`src/design/amber_pkg.sv`:
```
`default_nettype none

package amber_pkg;

    // ----------------------------------------
    // Widths and base types
    // ----------------------------------------
    localparam int ADDR_W = 48;
    localparam int DATA_W = 24;
    localparam int TGT_W  = 18;
    localparam int IMM_W  = 10;

    typedef logic [ADDR_W-1:0] addr_t;
    typedef logic [DATA_W-1:0] data_t;
    typedef logic [7:0]        csr_idx_t;

    // ----------------------------------------
    // Opcodes
    // ----------------------------------------
    // Codes outside this list retire as no-ops
    typedef enum logic [5:0] {
        OPC_NOP     = 6'h00,
        OPC_JUMP    = 6'h24,
        OPC_CSRWR   = 6'h38,
        OPC_CSRRD   = 6'h39,
        OPC_SYSCALL = 6'h3c,
        OPC_KRET    = 6'h3d
    } opcode_e;

    // ----------------------------------------
    // Instruction formats
    // ----------------------------------------
    typedef struct packed {
        opcode_e          opcode;
        csr_idx_t         csr_idx;
        logic [IMM_W-1:0] imm10;
    } csr_fmt_t;

    typedef struct packed {
        opcode_e          opcode;
        logic [TGT_W-1:0] target;
    } jump_fmt_t;

    // One word, read as CSR access or as jump depending on opcode
    typedef union packed {
        csr_fmt_t  csr;
        jump_fmt_t jmp;
    } instr_u;

    // ----------------------------------------
    // CSR map
    // ----------------------------------------
    localparam csr_idx_t CSR_STATUS      = 8'h00;
    localparam csr_idx_t CSR_PCC_BASE_LO = 8'h20;
    localparam csr_idx_t CSR_PCC_BASE_HI = 8'h21;
    localparam csr_idx_t CSR_PCC_LEN_LO  = 8'h22;
    localparam csr_idx_t CSR_PCC_LEN_HI  = 8'h23;
    localparam csr_idx_t CSR_PCC_CUR_LO  = 8'h24;
    localparam csr_idx_t CSR_PCC_CUR_HI  = 8'h25;
    localparam csr_idx_t CSR_PCC_PERMS   = 8'h26;
    localparam csr_idx_t CSR_PCC_ATTR    = 8'h27;
    localparam csr_idx_t CSR_PCC_TAG     = 8'h28;

    // Execute permission in PERMS
    localparam int PERM_X_BIT = 2;

endpackage

`default_nettype wire

```
`src/design/fetch_gate.sv`:
```
`timescale 1ns/10ps
`default_nettype none

module fetch_gate (
    input  wire                      iw_clk,
    input  wire                      iw_rst,
    input  wire                      redirect,
    input  wire amber_pkg::addr_t    redirect_pc,
    input  wire amber_pkg::addr_t    pcc_base,
    input  wire amber_pkg::addr_t    pcc_len,
    input  wire                      pcc_exec,
    output amber_pkg::addr_t         fetch_pc,
    output logic                     fetch_valid
);

    amber_pkg::addr_t win_end;
    logic             above_base;
    logic             below_end;

    // ----------------------------------------
    // Capability bounds
    // ----------------------------------------
    // End of window wraps at 48 bits
    assign win_end    = pcc_base + pcc_len;
    assign above_base = (fetch_pc >= pcc_base);
    assign below_end  = (fetch_pc < win_end);

    // Tag is already folded into pcc_exec
    assign fetch_valid = above_base && below_end && pcc_exec;

    // ----------------------------------------
    // Program counter
    // ----------------------------------------
    always_ff @(posedge iw_clk or posedge iw_rst) begin
        if (iw_rst) begin
            fetch_pc <= '0;
        end else if (redirect) begin
            fetch_pc <= redirect_pc;
        end else if (fetch_valid) begin
            fetch_pc <= fetch_pc + amber_pkg::addr_t'(1);
        end
    end

    // ----------------------------------------
    // Checks
    // ----------------------------------------
    // Outside the window the PC only moves on a redirect
    a_pc_hold: assert property (
        @(posedge iw_clk) disable iff (iw_rst)
        (!redirect && !fetch_valid) |=> $stable(fetch_pc)
    );

endmodule

`default_nettype wire

```
`src/design/instr_decode.sv`:
```
`timescale 1ns/10ps
`default_nettype none

module instr_decode #(
    parameter logic [amber_pkg::TGT_W-1:0] TRAP_VECTOR = 18'd256
) (
    input  wire                      iw_clk,
    input  wire                      iw_rst,
    input  wire                      instr_valid,
    input  wire amber_pkg::instr_u   instr,
    output logic                     ret_valid,
    output amber_pkg::opcode_e       ret_op,
    output amber_pkg::csr_idx_t      ret_csr_idx,
    output amber_pkg::data_t         ret_imm,
    output logic                     redirect,
    output amber_pkg::addr_t         redirect_pc
);

    localparam int ADDR_PAD = amber_pkg::ADDR_W - amber_pkg::TGT_W;
    localparam int DATA_PAD = amber_pkg::DATA_W - amber_pkg::IMM_W;

    logic              dec_valid;
    amber_pkg::instr_u dec_instr;
    logic              is_jump;
    logic              is_syscall;
    logic              is_kret;

    // ----------------------------------------
    // Decode register
    // ----------------------------------------
    always_ff @(posedge iw_clk or posedge iw_rst) begin
        if (iw_rst) begin
            dec_valid <= 1'b0;
        end else begin
            dec_valid <= instr_valid;
        end
    end

    // Word held only when a new instruction arrives
    always_ff @(posedge iw_clk) begin
        if (instr_valid) begin
            dec_instr <= instr;
        end
    end

    // ----------------------------------------
    // Field split
    // ----------------------------------------
    // CSR view
    assign ret_valid   = dec_valid;
    assign ret_op      = dec_instr.csr.opcode;
    assign ret_csr_idx = dec_instr.csr.csr_idx;
    assign ret_imm     = {{DATA_PAD{1'b0}}, dec_instr.csr.imm10};

    // Control transfer ops
    assign is_jump    = (dec_instr.jmp.opcode == amber_pkg::OPC_JUMP);
    assign is_syscall = (dec_instr.jmp.opcode == amber_pkg::OPC_SYSCALL);
    assign is_kret    = (dec_instr.jmp.opcode == amber_pkg::OPC_KRET);

    assign redirect = dec_valid && (is_jump || is_syscall || is_kret);

    // SYSCALL ignores its target field
    always_comb begin
        if (is_syscall) begin
            redirect_pc = {{ADDR_PAD{1'b0}}, TRAP_VECTOR};
        end else begin
            redirect_pc = {{ADDR_PAD{1'b0}}, dec_instr.jmp.target};
        end
    end

    // ----------------------------------------
    // Checks
    // ----------------------------------------
    a_ret_valid_known: assert property (
        @(posedge iw_clk) disable iff (iw_rst)
        !$isunknown(ret_valid)
    );

endmodule

`default_nettype wire

```
`src/design/pcc_csr_window.sv`:
```
`timescale 1ns/10ps
`default_nettype none

module pcc_csr_window #(
    parameter amber_pkg::addr_t PCC_RESET_LEN = 48'd4096
) (
    input  wire                        iw_clk,
    input  wire                        iw_rst,
    input  wire                        ret_valid,
    input  wire amber_pkg::opcode_e    ret_op,
    input  wire amber_pkg::csr_idx_t   ret_csr_idx,
    input  wire amber_pkg::data_t      ret_imm,
    input  wire amber_pkg::addr_t      fetch_pc,
    output amber_pkg::addr_t           pcc_base,
    output amber_pkg::addr_t           pcc_len,
    output logic                       pcc_exec,
    output logic                       kernel_mode,
    output logic                       csr_rd_valid,
    output amber_pkg::data_t           csr_rd_data
);

    localparam int DW = amber_pkg::DATA_W;
    localparam int AW = amber_pkg::ADDR_W;

    // Only X granted out of reset
    localparam amber_pkg::data_t PERMS_RESET = amber_pkg::data_t'(1) << amber_pkg::PERM_X_BIT;

    amber_pkg::data_t pcc_perms;
    amber_pkg::data_t pcc_attr;
    logic             pcc_tag;
    logic             csr_wr;
    logic             csr_rd;
    amber_pkg::data_t rd_mux;

    // Writes need kernel mode at retire
    assign csr_wr = ret_valid && (ret_op == amber_pkg::OPC_CSRWR) && kernel_mode;
    assign csr_rd = ret_valid && (ret_op == amber_pkg::OPC_CSRRD);

    // ----------------------------------------
    // PCC window registers
    // ----------------------------------------
    always_ff @(posedge iw_clk or posedge iw_rst) begin
        if (iw_rst) begin
            pcc_base  <= '0;
            pcc_len   <= PCC_RESET_LEN;
            pcc_perms <= PERMS_RESET;
            pcc_attr  <= '0;
            pcc_tag   <= 1'b1;
        end else if (csr_wr) begin
            case (ret_csr_idx)
                amber_pkg::CSR_PCC_BASE_LO: pcc_base[DW-1:0]  <= ret_imm;
                amber_pkg::CSR_PCC_BASE_HI: pcc_base[AW-1:DW] <= ret_imm;
                amber_pkg::CSR_PCC_LEN_LO:  pcc_len[DW-1:0]   <= ret_imm;
                amber_pkg::CSR_PCC_LEN_HI:  pcc_len[AW-1:DW]  <= ret_imm;
                amber_pkg::CSR_PCC_PERMS:   pcc_perms         <= ret_imm;
                amber_pkg::CSR_PCC_ATTR:    pcc_attr          <= ret_imm;
                amber_pkg::CSR_PCC_TAG:     pcc_tag           <= ret_imm[0];
                default: ;
            endcase
        end
    end

    assign pcc_exec = pcc_perms[amber_pkg::PERM_X_BIT] & pcc_tag;

    // ----------------------------------------
    // Mode, 1 is kernel
    // ----------------------------------------
    always_ff @(posedge iw_clk or posedge iw_rst) begin
        if (iw_rst) begin
            kernel_mode <= 1'b1;
        end else if (ret_valid) begin
            if (ret_op == amber_pkg::OPC_SYSCALL) begin
                kernel_mode <= 1'b1;
            end else if (ret_op == amber_pkg::OPC_KRET) begin
                kernel_mode <= 1'b0;
            end else if (csr_wr && (ret_csr_idx == amber_pkg::CSR_STATUS)) begin
                kernel_mode <= ret_imm[0];
            end
        end
    end

    // ----------------------------------------
    // CSR read path
    // ----------------------------------------
    // Live mode and live PC, the rest from storage
    always_comb begin
        rd_mux = '0;
        case (ret_csr_idx)
            amber_pkg::CSR_STATUS:      rd_mux[0] = kernel_mode;
            amber_pkg::CSR_PCC_BASE_LO: rd_mux    = pcc_base[DW-1:0];
            amber_pkg::CSR_PCC_BASE_HI: rd_mux    = pcc_base[AW-1:DW];
            amber_pkg::CSR_PCC_LEN_LO:  rd_mux    = pcc_len[DW-1:0];
            amber_pkg::CSR_PCC_LEN_HI:  rd_mux    = pcc_len[AW-1:DW];
            amber_pkg::CSR_PCC_CUR_LO:  rd_mux    = fetch_pc[DW-1:0];
            amber_pkg::CSR_PCC_CUR_HI:  rd_mux    = fetch_pc[AW-1:DW];
            amber_pkg::CSR_PCC_PERMS:   rd_mux    = pcc_perms;
            amber_pkg::CSR_PCC_ATTR:    rd_mux    = pcc_attr;
            amber_pkg::CSR_PCC_TAG:     rd_mux[0] = pcc_tag;
            default:                    rd_mux    = '0;
        endcase
    end

    always_ff @(posedge iw_clk or posedge iw_rst) begin
        if (iw_rst) begin
            csr_rd_valid <= 1'b0;
        end else begin
            csr_rd_valid <= csr_rd;
        end
    end

    always_ff @(posedge iw_clk) begin
        if (csr_rd) begin
            csr_rd_data <= rd_mux;
        end
    end

    // ----------------------------------------
    // Checks
    // ----------------------------------------
    a_rd_after_retire: assert property (
        @(posedge iw_clk) disable iff (iw_rst)
        csr_rd_valid |-> $past(ret_valid && (ret_op == amber_pkg::OPC_CSRRD))
    );

endmodule

`default_nettype wire

```
`src/design/amber_core_top.sv`:
```
`timescale 1ns/10ps
`default_nettype none

module amber_core_top #(
    parameter amber_pkg::addr_t              PCC_RESET_LEN = 48'd4096,
    parameter logic [amber_pkg::TGT_W-1:0]   TRAP_VECTOR   = 18'd256
) (
    input  wire                      iw_clk,
    input  wire                      iw_rst,
    input  wire                      instr_valid,
    input  wire amber_pkg::instr_u   instr,
    output amber_pkg::addr_t         fetch_pc,
    output logic                     fetch_valid,
    output logic                     csr_rd_valid,
    output amber_pkg::data_t         csr_rd_data,
    output logic                     kernel_mode
);

    // Decode to retire and fetch
    logic                ret_valid;
    amber_pkg::opcode_e  ret_op;
    amber_pkg::csr_idx_t ret_csr_idx;
    amber_pkg::data_t    ret_imm;
    logic                redirect;
    amber_pkg::addr_t    redirect_pc;

    // PCC window to fetch
    amber_pkg::addr_t    pcc_base;
    amber_pkg::addr_t    pcc_len;
    logic                pcc_exec;

    instr_decode #(
        .TRAP_VECTOR (TRAP_VECTOR)
    ) u_decode (
        .iw_clk      (iw_clk),
        .iw_rst      (iw_rst),
        .instr_valid (instr_valid),
        .instr       (instr),
        .ret_valid   (ret_valid),
        .ret_op      (ret_op),
        .ret_csr_idx (ret_csr_idx),
        .ret_imm     (ret_imm),
        .redirect    (redirect),
        .redirect_pc (redirect_pc)
    );

    pcc_csr_window #(
        .PCC_RESET_LEN (PCC_RESET_LEN)
    ) u_window (
        .iw_clk       (iw_clk),
        .iw_rst       (iw_rst),
        .ret_valid    (ret_valid),
        .ret_op       (ret_op),
        .ret_csr_idx  (ret_csr_idx),
        .ret_imm      (ret_imm),
        .fetch_pc     (fetch_pc),
        .pcc_base     (pcc_base),
        .pcc_len      (pcc_len),
        .pcc_exec     (pcc_exec),
        .kernel_mode  (kernel_mode),
        .csr_rd_valid (csr_rd_valid),
        .csr_rd_data  (csr_rd_data)
    );

    fetch_gate u_fetch (
        .iw_clk      (iw_clk),
        .iw_rst      (iw_rst),
        .redirect    (redirect),
        .redirect_pc (redirect_pc),
        .pcc_base    (pcc_base),
        .pcc_len     (pcc_len),
        .pcc_exec    (pcc_exec),
        .fetch_pc    (fetch_pc),
        .fetch_valid (fetch_valid)
    );

endmodule

`default_nettype wire

```
`config.mk`:
```
export PLATFORM = sky130hd
export DESIGN_NAME = amber_core_top
export DESIGN_NICKNAME = d
export VERILOG_FILES = /design/src/design/amber_pkg.sv /design/src/design/fetch_gate.sv /design/src/design/instr_decode.sv /design/src/design/pcc_csr_window.sv /design/src/design/amber_core_top.sv
export SDC_FILE = /design/constraint.sdc
export NUM_CORES = 1
export LEC_CHECK = 0
export CORE_MARGIN = 5
export CORE_UTILIZATION = 30
export CTS_CLUSTER_DIAMETER = 80
export DETAILED_ROUTE_END_ITERATION = 12
export DONT_BUFFER_PORTS = 1
export GPL_TIMING_DRIVEN = 1
export HOLD_SLACK_MARGIN = 0.08
export PLACE_DENSITY = 0.42
export SLEW_MARGIN = 20
export SYNTH_ARGS = -nofsm -noshare
export SYNTH_HDL_FRONTEND = slang
export SYNTH_SLANG_ARGS = --single-unit
```
`constraint.sdc`:
```
create_clock -name iw_clk -period 4.5 [get_ports iw_clk]
set_input_delay 0.45 -clock iw_clk [delete_from_list [all_inputs] [get_ports iw_clk]]
set_output_delay 0.45 -clock iw_clk [all_outputs]
set_load 0.01 [all_outputs]
```
==> impl_metrics.yaml <==
clocking:
  cts.clk_slew.worst_paths_ns: 0.06
  cts_buffers: 17
  htree_levels: 4
  insertion_delay_ns: 0.45
  clock_sinks: 161
  cts_tree: "done"
  clk_path_buf_depth: 2
  cts-root-buf: "clkbuf_16"
logic_synthesis:
  syn-num-nets: 918
  synthArstFlopShare_pct: 70.2
  ys.flop_type: "dfrtp_1"
  synth_edf_count: 48
  yosysWarnings: 0
  syn_area_um2: 9040
  yosys-top-cells-area: "dfrtp_1 30%, edfxtp_1 16%, ha_1 8.7%"
  synth_cells: 826
  ys_seq_area_share_pct: 47.3
  yosys.area.top_type_share_pct: 30.2
  synth.largest_area_cell: "dfrtp_1"
  synth.ff_latch_count: 161
  syn_area_per_cell_um2: 10.9
  synth_cell_types: 64
place:
  placed_cell_area_um2: 9660
  place.gp.congestion: 0.834
  portBuffers: 0
  dp_hpwl_um: 21400
cells_and_area:
  layout_common_cells: "109 x dfrtp_1, 63 x ha_1, 62 x mux2_2, 57 x nand2_1, 48 x edfxtp_1"
  design_area_um2: 10600
  final_common_cell: "dfrtp_1"
  seq_area_um2: 4270
  areaGrowthSynthToFinish_pct: 17.6
  fill_cells: 2937
  layout-drive-gt1-share_pct: 18.5
  n_antenna_cell: 0
  final_nets: 959
  multi_input_area_um2: 4550
sta:
  setup_violations: 0
  hold_violations: 0
  setup_tns_ns: 0
  clock_skew_ns: 0.0134
  period_share_pct: 96.6
  slew_headroom_pct: 48.2
  rsz0062_at_grt: "yes"
  slew_violations: 0
  tightest_slew_ns: 0.774
  min_period_ns: 4.35
  hold_ws_ns: 0.109
  timing.fmax_mhz: 230
drt:
  wl_um: 29700
  drc_errors: 0
  routed_via_density: 5.42
  avgRoutedWirePerCell_um: 23.4
  vias: 6884
  drtIter0Drc: 498
  drtPass1Iterations: 6
  ant_nets: 0
setup_path:
  end_kind: "output port"
  path_class: "flop to output port"
  cp-start-kind: "flop"
  cp_max_fo: 2
  cp_data_required_time_ns: 4.05
  rrSetupSlack_ns: 0.25
  worstPathCellList: "ha_1 > a21o_1 > a21oi_2 > o21ai_2 > a2111oi_2 > buf_4 > o31ai_1 > a21oi_1 > xor2_1 > ha_1 > a21oi_1 > o211ai_1 > nand4_1 > o2111ai_4 > nor2_4 > buf_6"
  arrival_ns: 3.90
  slowest_delay_ns: 0.39
  cp_slowest_cell: "dfrtp_1"
global_route:
  antenna_found_initial: 0
  grt_max_degree: 47
  gr-total-overflow: 0
  met2_usage_pct: 27.8
  grt.met3_usage_pct: 3.86
  grt_first_pass_wirelength_um: 44600
  met1_usage_pct: 24.8
  grt_use_total_pct: 17.7
  grt_pass1_vias: 6717
  gr-max-usage-layer: "met2"
power:
  power_frac_seq_pct: 47.5
  p_comb_share_pct: 6.6
  pwr-share-clk_pct: 45.9
  power.static_leakage_nw: 4.83
  peakVddDrop_uv: 234
  power.switching_mw: 0.835
  p_sw_share_pct: 24.4
  p_int_mw: 2.59
  power_density_nw_per_um2: 322
outcome:
  run_status: "completed"
floorplanning:
  dieWidth_um: 184
  die_area_um2: 33700
  pin_count: 102
  core.rowCount: 63
  start_util_pct: 30.4
  die_h_um: 184
  core_um2: 29700
worst_hold_path:
  min-delay-path-class: "input pin to flop"
flow_run:
  cap_violations: 0
[Yosys cell counts, drive strengths merged (3+ instances only)]
| library cell | n |
|---|---|
| a2111oi | 5 |
| a211oi | 9 |
| a21o | 7 |
| a21oi | 40 |
| a221oi | 14 |
| a22o | 24 |
| a22oi | 21 |
| a31oi | 10 |
| a41o | 6 |
| and2 | 23 |
| and3 | 17 |
| and4 | 5 |
| buf | 7 |
| clkbuf | 32 |
| dfrtp | 109 |
| dfstp | 4 |
| edfxtp | 48 |
| ha | 63 |
| inv | 42 |
| mux2 | 62 |
| mux2i | 3 |
| nand2 | 57 |
| nand2b | 9 |
| nand3 | 24 |
| nand4 | 21 |
| nor2 | 33 |
| nor2b | 6 |
| nor3 | 13 |
| nor4 | 5 |
| o2111ai | 4 |
| o211ai | 6 |
| o21a | 4 |
| o21ai | 25 |
| o311a | 12 |
| o31ai | 8 |
| xnor2 | 7 |
| xor2 | 8 |
[power groups by stage]
stage / sequential [mW] / combinational [mW] / clock (mW)
6_report: 1.63 / 0.226 / 1.57
5_1_grt: 1.64 / 0.252 / 1.67
4_1_cts: 1.63 / 0.214 / 1.62
3_5_place_dp: 1.66 / 0.197 / 0
3_3_place_gp: 1.66 / 0.196 / 0
2_1_floorplan: 1.61 / 0.132 / 0
[sequential cells by signal, indices dropped and copies added (netlist names), 10 cells and up]
| name | flops |
|---|---|
| u_window.pcc_perms | 10 |
| u_decode.dec_instr | 24 |
| u_window.csr_rd_data | 24 |
| u_window.pcc_attr | 10 |
| u_window.pcc_len | 21 |
| u_fetch.fetch_pc | 48 |
| u_window.pcc_base | 20 |
[through the flow]
stage          setup slack [ns]  power, mW  util (%)  std cells
2_1_floorplan             0.315       1.74         -        826
3_3_place_gp              0.142       1.86      32.5       1212
3_5_place_dp             0.0956       1.86      32.5       1212
4_1_cts                 0.00271       3.47      35.4       1267
5_1_grt                  -0.146       3.56      35.8       1270
6_report                  0.153       3.43      35.8       1270
[metal layers]
metal	share of wire [%]	wire (um)
met4	1.2	354
met3	4.3	1290
met1	48	14300
met5	0	0
met2	46	13700
[cell type report]
cell class | count | area share (%)
flip-flops and latches | 161 | 40.2
well taps | 390 | 4.59
inverters | 42 | 1.51
multi-input cells | 584 | 42.7
repair buffers | 61 | 5.07
clock inverters | 8 | 1.16
clock buffers | 24 | 4.73
[critical path, delay by kind of cell, from the launching register on]
| kind | cells | cell delay, ns |
|---|---|---|
| simple gates | 2 | 0.36 |
| xor+xnor | 1 | 0.26 |
| flops | 1 | 0.39 |
| buf+inv | 2 | 0.29 |
| fa+ha+maj | 2 | 0.58 |
| compound gates | 9 | 1.56 |
[cells by family after synthesis]
family	synth area share, %
flip-flops	47.3
buffers and inverters	3.60
AO/OA/AOI/OAI	17.3
XOR/XNOR	1.45
multiplexers	8.05
adder cells (fa/ha/maj)	9.16
AND/OR/NAND/NOR	13.1
[worst paths after layout]
path,cells past startpoint,endpoint,startpoint
min in group asynchronous,2,u_fetch.fetch_pc[14],iw_rst
max reg2reg,19,u_fetch.fetch_pc[26],u_window.pcc_len[25]
max in group asynchronous,3,u_window.pcc_perms[8],iw_rst
min reg2reg,1,u_window.kernel_mode,u_decode.ret_valid
max,16,fetch_valid,u_window.pcc_base[1]
min,0,u_decode.dec_instr[21],instr[21]
[timing repair]
| item | in CTS | in global routing |
|---|---|---|
| buffers inserted | 2 | 3 |
| hold buffers | 21 | 0 |
| endpoints found under the setup margin | 1 | 17 |
| pin swaps | 7 | 19 |
| resized for setup | 10 | 17 |
| cloned | 0 | 0 |
| endpoints found under the hold margin | 62 | 0 |
(Power assumes the default switching activity.)
